$ cat config.mk
export PLATFORM = sky130hd
export DESIGN_NAME = wb_scoreboard
export DESIGN_NICKNAME = d
export VERILOG_FILES = /design/src/wb_pkg.sv /design/src/wb_scoreboard.sv
export SDC_FILE = /design/constraint.sdc
export NUM_CORES = 1
export LEC_CHECK = 0
export ABC_AREA = 1
export BUFFER_PORTS_ARGS = -buffer_cell sky130_fd_sc_hd__clkbuf_2
export CAP_MARGIN = 0
export CORE_ASPECT_RATIO = 1.1
export CORE_MARGIN = 4
export CORE_UTILIZATION = 40
export DETAILED_ROUTE_END_ITERATION = 12
export GPL_ROUTABILITY_DRIVEN = 0
export PLACE_DENSITY_LB_ADDON = 0.25
export SYNTH_ARGS = -nofsm -noshare
export SYNTH_HDL_FRONTEND = slang
export SYNTH_SLANG_ARGS = --single-unit
$ cat constraint.sdc
create_clock -name clk -period 1.1 [get_ports clk]
set_input_delay 0.22 -clock clk [delete_from_list [all_inputs] [get_ports clk]]
set_output_delay 0.22 -clock clk [all_outputs]
set_load 0.03 [all_outputs]
$ cat src/wb_pkg.sv
//----------------------------
// Shared widths and notification structs for the writeback stage.
// Modules refer to these through wb_pkg:: scoped names.
//----------------------------

`default_nettype none

package wb_pkg;

  // Datapath widths
  localparam int addr_bits     = 32;
  localparam int data_bits     = 32;
  localparam int seq_num_bits  = 8;
  localparam int reg_addr_bits = 5;
  localparam int num_regs      = 32;

  //----------------------------
  // Execute to writeback
  //----------------------------

  // One finished instruction from an execute pipe
  typedef struct packed {
    logic                     val;
    logic [addr_bits-1:0]     pc;
    logic [seq_num_bits-1:0]  seq_num;
    logic [reg_addr_bits-1:0] waddr;
    logic [data_bits-1:0]     wdata;
    logic                     wen;
  } wb_req_t;

  //----------------------------
  // Notifications
  //----------------------------

  // Same-cycle completion without pc
  typedef struct packed {
    logic                     val;
    logic [seq_num_bits-1:0]  seq_num;
    logic [reg_addr_bits-1:0] waddr;
    logic [data_bits-1:0]     wdata;
    logic                     wen;
  } complete_t;

  // Registered commit toward the register file
  typedef struct packed {
    logic                     val;
    logic [addr_bits-1:0]     pc;
    logic [seq_num_bits-1:0]  seq_num;
    logic [reg_addr_bits-1:0] waddr;
    logic [data_bits-1:0]     wdata;
    logic                     wen;
  } commit_t;

endpackage

`default_nettype wire
$ cat src/wb_scoreboard.sv
//----------------------------
// Register scoreboard of outstanding results.
// Issue marks a destination busy and a writing completion frees it.
//----------------------------

`default_nettype none
`timescale 1ns/100ps

module wb_scoreboard (
  input  wire logic                             clk,
  input  wire logic                             rst,
  input  wire logic                             issue_val,
  input  wire logic [wb_pkg::reg_addr_bits-1:0] issue_waddr,
  input  wb_pkg::complete_t                     complete,
  output logic      [wb_pkg::num_regs-1:0]      busy
);

  logic [wb_pkg::num_regs-1:0] set_vec;
  logic [wb_pkg::num_regs-1:0] clr_vec;

  //----------------------------
  // Decode
  //----------------------------

  always_comb begin
    set_vec = '0;
    if (issue_val) begin
      set_vec[issue_waddr] = 1'b1;
    end
    // Register 0 is never outstanding
    set_vec[0] = 1'b0;
  end

  // Completion wen is already low for register 0
  always_comb begin
    clr_vec = '0;
    if (complete.val && complete.wen) begin
      clr_vec[complete.waddr] = 1'b1;
    end
  end

  //----------------------------
  // Busy bits
  //----------------------------

  // Set applied after clear so a same-cycle issue keeps the bit
  always_ff @(posedge clk) begin
    if (rst) begin
      busy <= '0;
    end else begin
      busy <= (busy & ~clr_vec) | set_vec;
    end
  end

endmodule

`default_nettype wire

# Yosys cells after proc, flatten, opt, wreduce, memory -nomap -nowiden
# Cells that the tools add are included.
word_totals:
  reg_bits: 32
  in_bits: 55
  out_inout_bits: 32
  wordCells: 17
classes:
  order_cmp: 4
  muxes: 6
  bitwise: 3
  n_reduce_logical: 3
op_table:
  columns: ["operator", "count"]
  rows:
  - ["32-bit two-way mux", 2]
  - ["32-bit bitwise AND", 1]
  - ["32-bit inverter", 1]
  - ["32-bit OR", 1]
  - ["5-bit by 6-bit < comparator with 1-bit output (second input constant)", 2]
  - ["1-bit demux with 5-bit select", 2]
  - ["5-bit by 1-bit >= comparator with 1-bit output (second input constant)", 2]
  - ["1-bit logical AND", 3]
  - ["1-bit two-way mux", 2]

# Logic depth before layout (Yosys ltp)
depth:
  word_depth: 8
  ltp_mapped: 6
  depth_no_buf: 6

# Worst setup path before layout
# No wires, ideal clock.
synth_timing:
  kind: "input to register"
  start: "in complete[46] (netlist bit)"
  end: "reg busy[18] (netlist bit)"
  setup_ns: 0.131
  arrival_ns: 0.801
  required_time_ns: 0.969
  setup_slack_ns: 0.168
  stages: 5
  path_buffers: 0
  cell_sequence: "nand2_1 -> nor2_1 -> nand2_1 -> nand2_1 -> a21oi_2"
synth_via:
  elab_chain_len: 5
synth_rtl:
  columns: ["element", "line", "source"]
  rows:
  - ["start, declared", "wb_scoreboard.sv:14", "input wb_pkg::complete_t complete,"]
  - ["1-bit logical AND", "wb_scoreboard.sv:37", "if (complete.val && complete.wen) begin"]
  - ["32-bit two-way mux", "wb_scoreboard.sv:37", null]
  - ["32-bit inverter", "wb_scoreboard.sv:51", "busy <= (busy & ~clr_vec) | set_vec;"]
  - ["32-bit bitwise AND", "wb_scoreboard.sv:51", null]
  - ["32-bit OR", "wb_scoreboard.sv:51", null]
  - ["end signal, assigned", "wb_scoreboard.sv:51", null]
  - ["end, declared", "wb_scoreboard.sv:15", "output logic [wb_pkg::num_regs-1:0] busy"]
# Every way passes these cells.
# A chain may end at the register's enable or synchronous reset.

# Worst setup path in the final report
layout_timing:
  start: "reg busy[22] (netlist bit)"
  end: "out busy[22] (netlist bit)"
# No word-level cell between the ends.

==> impl_metrics.toml <==
[logic_synthesis]
synth_edf_count = 0
synth_top_area_share_pct = 44.83
yosysWarnings = 0
syn_nets = 262
synth_area_leaders = "dfxtp_1 45%, nand2_1 28%, a21oi_1 10%"
yosysMostFrequentCell = "nand2_1"
ys_seq_elements = 32
synthCells = 207
synth_cell_types = 14
synth_ff_type = "dfxtp_1"
syn_avg_cell_area_sq_um = 6.903
synthArstFlopShare_pct = 0
syn_area_sq_mm = 0.001429
synth_top_area_cell = "dfxtp_1"
ys_top_cells_by_count = "105 x nand2_1, 32 x dfxtp_1, 29 x a21oi_1, 13 x nor2_1"
ys_seq_area_share_pct = 44.83

[placed_design]
place_inst = 309
portBuffers = 46
hpwl_um = 2798

[sta]
clock.fmax_mhz = 939.5
finalCritPeriodShare_pct = 96.77
final-hold-violation-count = 0
clock-skew-final_ps = 0
maxSlewViolCount = 0
relSlewSlack_pct = 79.10
tightest_slew_ps = 311.1
setup_viol = 0
period_needed_ps = 1064

[setup_path]
slowest_delay_ps = 350
path_cells = "buf_4"
cp_data_arrival_time_ps = 840
cp_num_buf_inv = 1
worstSetupStartpointType = "flop"
path_delay_family = "flip-flops"
cp.required_ps = 880
cp-end-kind = "output port"
critPathMaxFanout = 2
worstSetupPathType = "flop to output port"
cpMaxStageDelayCell = "dfxtp_1"

[layout]
register_area_sq_um = 669.4
instances_no_fill = 318
largest_reg_flops = 32
syn_to_final_growth_pct = 47.37
drive_gt1_share_pct = 39.63
fillers = 337
reg_top3 = "busy: 32 flops"
diodes = 0
nets = 324
multi_input_area_sq_um = 730.7
top_register = "busy"

[power_and_ir_drop]
pwr-share-seq_pct = 50.3
ir_drop_v = 0.0008087
internal_power_w = 0.001751
p_sw_w = 0.0006018
finalPower_w = 0.002353
power_density_mw_per_mm2 = 1117
switching_share_pct = 25.58
p_clk_share_pct = 37.8
leakagePower_nw = 0.8330
power_frac_comb_pct = 12.0

[cts]
cts_made_buffers = 5
clockBufferDepth = 2
htree_levels = 2
clk_pin_slew_worst_paths_ps = 90
numClockSinks = 32
cts_hold_buffers = 0
clkLatencyLatePin_ps = 330
cts_tree = "built"
cts_root_buffer = "clkbuf_4"

[die]
core_sq_mm = 0.003386
die_w_um = 64.99
die-area_sq_mm = 0.004593
die_height_um = 70.69
pin_count = 87
rows = 22
start_util_pct = 42.20

[grt]
grt_max_degree = 33
grt_first_pass_wirelength_um = 6762
grt_pass1_vias = 1494
track_usage_pct = 18.76
grt_overflow = 0
antenna_found_initial = 0

[drt]
routed_wl_um = 3968
initialDrtViolationCount = 99
dr.pass1.iters = 4
route.detailed.drc = 0
num_vias = 1514
viasPerCell = 4.761
wl_per_cell_um = 12.48
ant_nets = 0

[outcome]
status = "finished clean"

[job]
drv_cap = 0

[hold_path]
hold_path_class = "input pin to flop"
[final cells by class]
type | instances | area share (%)
multi-input cells | 162 | 34.70
flip-flops and latches | 32 | 31.79
repair buffers | 58 | 25.25
well taps | 48 | 2.852
clock buffers | 6 | 1.961
inverters | 10 | 1.783
clock inverters | 2 | 1.664
[layout by cell type, fill, tap and decap left out, types with 9 or more instances in the layout]
master,netlist,final
clkbuf_8,0,13
a21oi_1,29,29
clkbuf_2,0,14
dfxtp_2,0,23
nand2_1,105,105
buf_4,0,23
nor2_1,13,13
dfxtp_1,32,9
[per-stage QoR]
stage	utilization [%]	setup TNS [ps]	hold slack [ps]	setup slack, ps	instance area [sq um]
2_1_floorplan	-	0	282.4	168.0	1429
3_3_place_gp	52.99	0	430.1	42.87	1794
3_5_place_dp	52.99	0	428.6	32.67	1794
4_1_cts	60.75	0	245.7	0.07955	2057
5_1_grt	62.20	-5.163	256.6	-4.593	2106
6_report	62.20	0	249.2	35.57	2106
[worst min-delay path, stage by stage]
cell and delay (ps):
clkbuf_2 100, buf_12 180, a21oi_2 40
[kinds of logic after synthesis]
kind of cell	after synthesis	share of synthesized area (%)
simple gates	131	39.76
buf+inv	13	4.028
compound gates	31	11.38
flops	32	44.83
[path summary, 6_finish.rpt]
check                                end  cells after the start      from  slack [ps]
worst min register to register   busy[0]                      2   busy[0]         460
worst max-delay path            busy[22]                      1  busy[22]          40
worst max register to register  busy[24]                      3  busy[24]         390
worst min-delay path            busy[16]                      3       rst         250
[repair_timing]
action                     4_1_cts  5_1_grt
resized for setup               53       41
setup endpoints to repair       32       28
buffers inserted                 0        1
[per-layer routing]
layer / global-route usage, % / part of all wire, % / routed length (um) / vias up
met5: 0 / 0 / 0 / -
met3: 6.190 / 6.9 / 273 / 12
met2: 31.02 / 48 / 1891 / 61
li1: - / - / - / 777
met1: 22.76 / 43 / 1701 / 664
met4: 6.338 / 2.6 / 102 / 0
[power by group through the flow]
stage	logic (W)	registers [W]	clock network (W)
floorplan	0.000117	0.00123	0
global placement	0.000262	0.00121	0
detailed placement	0.000264	0.00121	0
CTS	0.000279	0.00118	0.000910
global route	0.000309	0.00119	0.000957
finish	0.000282	0.00118	0.000888
Power figures use the tool's default switching activity.
