`config.mk`:
```
export PLATFORM = sky130hd
export DESIGN_NAME = reg_file
export DESIGN_NICKNAME = d
export VERILOG_FILES = /design/src/wb_pkg.sv /design/src/reg_file.sv
export SDC_FILE = /design/constraint.sdc
export NUM_CORES = 1
export LEC_CHECK = 0
export BUFFER_PORTS_ARGS = -buffer_cell sky130_fd_sc_hd__buf_2
export CORE_ASPECT_RATIO = 2
export CORE_MARGIN = 2
export CORE_UTILIZATION = 65
export CTS_BUF_LIST = sky130_fd_sc_hd__clkbuf_2 sky130_fd_sc_hd__clkbuf_4 sky130_fd_sc_hd__clkbuf_8
export CTS_CLUSTER_SIZE = 40
export DETAILED_ROUTE_END_ITERATION = 12
export PLACE_DENSITY = 0.78
export SYNTH_ARGS = -nofsm -noshare
export SYNTH_HDL_FRONTEND = slang
export SYNTH_SLANG_ARGS = --single-unit
```
`constraint.sdc`:
```
create_clock -name clk -period 2.7 [get_ports clk]
set_clock_uncertainty 0.05 [all_clocks]
set_input_delay 0.675 -clock clk [delete_from_list [all_inputs] [get_ports clk]]
set_output_delay 0.675 -clock clk [all_outputs]
set_load 0.1 [all_outputs]
```
`src/wb_pkg.sv`:
```
//----------------------------
// Shared widths and notification structs for the writeback stage.
// Modules refer to these through wb_pkg:: scoped names.
//----------------------------

`default_nettype none

package wb_pkg;

  // Datapath widths
  localparam int addr_bits     = 32;
  localparam int data_bits     = 32;
  localparam int seq_num_bits  = 8;
  localparam int reg_addr_bits = 5;
  localparam int num_regs      = 32;

  //----------------------------
  // Execute to writeback
  //----------------------------

  // One finished instruction from an execute pipe
  typedef struct packed {
    logic                     val;
    logic [addr_bits-1:0]     pc;
    logic [seq_num_bits-1:0]  seq_num;
    logic [reg_addr_bits-1:0] waddr;
    logic [data_bits-1:0]     wdata;
    logic                     wen;
  } wb_req_t;

  //----------------------------
  // Notifications
  //----------------------------

  // Same-cycle completion without pc
  typedef struct packed {
    logic                     val;
    logic [seq_num_bits-1:0]  seq_num;
    logic [reg_addr_bits-1:0] waddr;
    logic [data_bits-1:0]     wdata;
    logic                     wen;
  } complete_t;

  // Registered commit toward the register file
  typedef struct packed {
    logic                     val;
    logic [addr_bits-1:0]     pc;
    logic [seq_num_bits-1:0]  seq_num;
    logic [reg_addr_bits-1:0] waddr;
    logic [data_bits-1:0]     wdata;
    logic                     wen;
  } commit_t;

endpackage

`default_nettype wire
```
`src/reg_file.sv`:
```
//----------------------------
// Architectural register file written by commit.
// One combinational read port; register 0 reads as zero.
//----------------------------

`default_nettype none
`timescale 1ns/100ps

module reg_file (
  input  wire logic                             clk,
  input  wire logic                             rst,
  input  wb_pkg::commit_t                       commit,
  input  wire logic [wb_pkg::reg_addr_bits-1:0] rd_addr,
  output logic      [wb_pkg::data_bits-1:0]     rd_data
);

  // Register 0 has no storage
  logic [wb_pkg::data_bits-1:0] regs [1:wb_pkg::num_regs-1];
  logic                         wr_en;

  assign wr_en = commit.val && commit.wen && (commit.waddr != '0);

  //----------------------------
  // Write port
  //----------------------------

  always_ff @(posedge clk) begin
    if (rst) begin
      for (int r = 1; r < wb_pkg::num_regs; r++) begin
        regs[r] <= '0;
      end
    end else if (wr_en) begin
      regs[commit.waddr] <= commit.wdata;
    end
  end

  //----------------------------
  // Read port
  //----------------------------

  always_comb begin
    if (rd_addr == '0) begin
      rd_data = '0;
    end else begin
      rd_data = regs[rd_addr];
    end
  end

endmodule

`default_nettype wire

```
---- Yosys cells after proc, flatten, opt, wreduce, memory -nomap -nowiden ----
Memories as Yosys holds them, arrays and structs flattened.
Cells that the tools add are included.
W data, S select, Z words.
storage, ports and cells
  bits in registers ....................... 0
  memories kept ........................... 1
  word-level logic and storage cells ...... 15
  input port bits ......................... 86
  output and inout port bits .............. 32
  memory bits (writable) .................. 992
operators by class
  multiplexer cells ....................... 9
  reductions and logical operators ........ 5
memories
  name  words  bits a word  read ports  clocked after memory_dff  write ports  RTL line        RTL
  regs  31     32           1           0                         31           reg_file.sv:18  logic [wb_pkg::data_bits-1:0] regs [1:wb_pkg::num_regs-1];
operators with widths
  operator             number
  $mux W32             2
  $reduce_or A32 Y1    1
  $mux W1              6
  $logic_not A5 Y1     1
  $mux W5              1
  $reduce_bool A5 Y1   1
  $logic_and A1 B1 Y1  2

---- Depth between registers and ports, before layout ----
  depth after elaboration ................. 7
  depth in mapped cells ................... 7
  depth with buffers taken out ............ 4

---- Worst setup path after synthesis ----
Ideal clock, no wire load.
  path kind ............................... in2out
  start point ............................. input port rd_addr[0] (netlist bit)
  end point ............................... output port rd_data[17] (netlist bit)
  arrival ................................. 4.111 ns
  stages on the path ...................... 7
  required time ........................... 1.975 ns
  slack ................................... -2.136 ns
  path buffers ............................ 3
  path through ............................ buf_4 -> buf_12 -> and2b_4 -> buf_6 -> a221oi_1 -> o21ai_0 -> a311oi_1
on the way
  longest elaborated chain between the ends .. 2
  elaborated cells on any way between the ends .. 3
ends and longest elaborated chain
  item                                                 RTL line        RTL
  start: declaration                                   reg_file.sv:13  input wire logic [wb_pkg::reg_addr_bits-1:0] rd_addr,
  $mem_v2 Z31 W32 or $logic_not A5 Y1 (tied branches)  --
  $mux W32 (*)                                         reg_file.sv:42  if (rd_addr == '0) begin
  end: declaration                                     reg_file.sv:14  output logic [wb_pkg::data_bits-1:0] rd_data
Mark *: on every way between the ends. The rest lies on a longest branch, timed or not.

---- Worst setup path after layout ----
  start point ............................. memory regs[7][11] (netlist bit)
  end point ............................... output port rd_data[11] (netlist bit)
on the way
  longest elaborated chain between the ends .. 2
ends and longest elaborated chain
  item                RTL line
  start: declaration  reg_file.sv:18
  $mem_v2 Z31 W32     --
  $mux W32            reg_file.sv:42
Every way passes these cells.

==> impl_metrics.py <==
metrics = {
    "critical_path": {
        "cp_cell_sequence": "mux4_2 -> mux2_4 -> o21ai_4 -> a311oi_4 -> buf_12",
        "startpoint_type": "register",
        "path_class": "register to output pin",
        "crit_slowest_cell": "mux4_2",
        "path_buf_inv": 1,
        "cp_top_family": "multiplexers",
        "slowest_delay_ns": 0.53,
        "worstSetupEndpointType": "output pin",
        "critPathArrivalTime_ns": 2.51,
        "worstPathMaxFanout": 1,
        "cp.required_ns": 1.98,
    },
    "finish": {
        "largest_reg_flops": 1024,
        "fin_util_pct": 76.7,
        "nets": 3258,
        "largest-register": "regs",
        "syn2layout_area_growth_pct": 16.9,
        "top_regs": "regs: 1024 flops",
        "fin_cells": 4192,
        "fillers": 4078,
        "drive_above_1_share_pct": 31.5,
    },
    "synthesis": {
        "synth_top_area_cell": "edfxtp_1",
        "synth_edf_count": 1024,
        "ys_ff_latch": 1024,
        "synthFlopType": "edfxtp_1",
        "yosys-top-cells-count": "edfxtp_1, and2_1, mux4_2, clkbuf_1, mux2i_1",
        "netlist_instances": 2951,
        "synth.top_cell.area_share_pct": 66.2,
        "synth-async-reset-ratio_pct": 0,
        "syn_avg_cell_area_um2": 15.7,
        "yosysWarnings": 0,
        "syn_area_mm2": 0.0465,
        "ys_top_cells_by_area": "edfxtp_1, and2_1, mux4_2",
        "synth_cell_type_count": 37,
        "synth_seq_area_share_pct": 66.2,
        "synth.most_common_cell": "edfxtp_1",
    },
    "sta": {
        "tightestPinTransition_ns": 1.00,
        "hold_violations": 0,
        "period_share_pct": 120,
        "slew_viol_final": 0,
        "hold_slack_ns": 0.334,
        "relSlewSlack_pct": 33.0,
        "rsz0062_at_grt": "yes",
        "setup_viol_count_final": 32,
        "finalWorstSetupSlack_ns": -0.538,
        "fmax_mhz": 309,
        "min_period_ns": 3.24,
    },
    "drt": {
        "wl_per_cell_um": 28.4,
        "met3_wirelength_mm": 9.05,
        "vias": 26900,
        "drt-met1-wl_mm": 40.1,
        "dr.first_iter.drc_count": 2593,
        "drt_first_pass_iters": 6,
        "drc": 0,
        "routed_wl_mm": 119,
        "via_per_inst": 6.41,
        "top_layer": "met5",
        "postRouteAntennaNets": 0,
        "dr_wl_met2_mm": 65.3,
    },
    "clock_network": {
        "htreeDepth": 4,
        "cts_tree": "done",
        "cts_num_sinks": 1024,
        "root_buffer": "clkbuf_8",
        "ctsHoldBuffers": 0,
        "numCtsBuffers": 137,
        "clockBufferDepth": 3,
        "clk_pin_slew_worst_paths_ns": 0.07,
    },
    "placement": {
        "globalplace.congestion": 0.845,
        "io_buffers": 77,
        "dp_cells": 3933,
        "hpwl_mm": 76.4,
    },
    "die": {
        "die_h_um": 382,
        "ios": 118,
        "fp.dieW_um": 193,
        "core_mm2": 0.0708,
        "fp.dieArea_mm2": 0.0738,
        "fp-row-count": 138,
        "start_util_pct": 65.6,
    },
    "power_and_ir_drop": {
        "intPower_w": 0.0258,
        "switching_share_pct": 24.5,
        "switchingPower_w": 0.00835,
        "p_leak_nw": 19.3,
        "pwr-share-clk_pct": 33.8,
        "pwr-share-seq_pct": 54.3,
        "combPwrFrac_pct": 11.9,
        "peakVddDrop_mv": 0.495,
        "power_density_mw_per_mm2": 628,
    },
    "run_status": {
        "status": "complete, but fails checks",
        "violations": "setup timing",
    },
    "global_route": {
        "overflow": 0,
        "grt_max_degree": 34,
        "antenna_found_initial": 4,
        "grt_pass1_wl_mm": 177,
        "track_usage_pct": 33.5,
        "grt_pass1_vias": 29000,
    },
    "hold_path": {
        "worst_hold_path_type": "input pin to register",
    },
    "run": {
        "cap_violations": 0,
    },
}
path summary, 6_finish.rpt:
check / from / endpoint / cells after the start
setup / recovery: regs[7][11] / rd_data[11] / 5
hold / removal: commit[20] / regs[0][19] / 1
routing by layer:
metal  vias to the layer above  global-route usage, %
met3                       304                   4.88
met1                     13800                   39.9
li1                      11300                      -
met2                      1423                   59.4
met4                         2                   15.9
met5                         -                      0
cell families after synthesis:
family                 after synthesis  synth area share (%)
flip-flops                        1024                  66.2
AO/OA/AOI/OAI                      183                  2.85
other                                1               0.00807
AND/OR/NAND/NOR                   1129                  15.0
buffers and inverters              294                  2.99
multiplexers                       320                  13.0
power by group through the flow:
stage,Combinational (W),Clock [W],Sequential [W]
floorplan,0.00242,0,0.0188
global placement,0.00376,0,0.0188
detailed placement,0.00382,0,0.0189
CTS,0.00397,0.0116,0.0185
global route,0.00419,0.0122,0.0186
finish,0.00406,0.0115,0.0185
placed cells by master, fill, tap and decap left out, types with 10 or more instances in the layout:
cell type     n
buf_16       10
o21ai_1      21
mux2i_1      64
conb_1       32
o21ai_4      25
buf_6        10
buf_4       197
mux4_2      224
nor2b_1      17
a311oi_4     32
clkinv_2     21
edfxtp_1   1024
nand2_1      17
a221oi_2     14
buf_2        41
buf_12       79
mux2_4       24
a211oi_2     28
clkbuf_4     44
nor2_2       31
and2_1      993
a22oi_1      27
or2_2        31
clkbuf_8    142
clkinv_1     28
timing repair:
item,CTS,global route
pin swaps,26,26
buffers inserted,11,1
gates cloned,3,2
resized for setup,99,53
endpoints found under the setup margin,32,32
cell type report:
| type | instances | area [um2] | area share, % |
|---|---|---|---|
| clock inverters | 60 | 364 | 0.670 |
| repair buffers | 344 | 3810 | 7.02 |
| flip-flops and latches | 1024 | 30700 | 56.6 |
| well taps | 910 | 1140 | 2.10 |
| clock buffers | 186 | 2280 | 4.21 |
| diodes | 3 | 7.51 | 0.0138 |
| inverters | 1 | 5.00 | 0.00922 |
| multi-input cells | 1664 | 15900 | 29.4 |
per-stage QoR:
| step | total power, W | instance area [um2] | TNS (ns) | setup slack (ns) |
|---|---|---|---|---|
| finish | 0.0341 | 54300 | -15.02 | -0.538 |
| global placement | 0.0226 | 50700 | -21.20 | -0.854 |
| CTS | 0.0341 | 54000 | -16.92 | -0.598 |
| floorplan | 0.0212 | 47600 | -18.10 | -0.623 |
| global route | 0.0350 | 54300 | -16.41 | -0.593 |
| detailed placement | 0.0227 | 50700 | -24.86 | -0.883 |
Power figures use the tool's default switching activity.
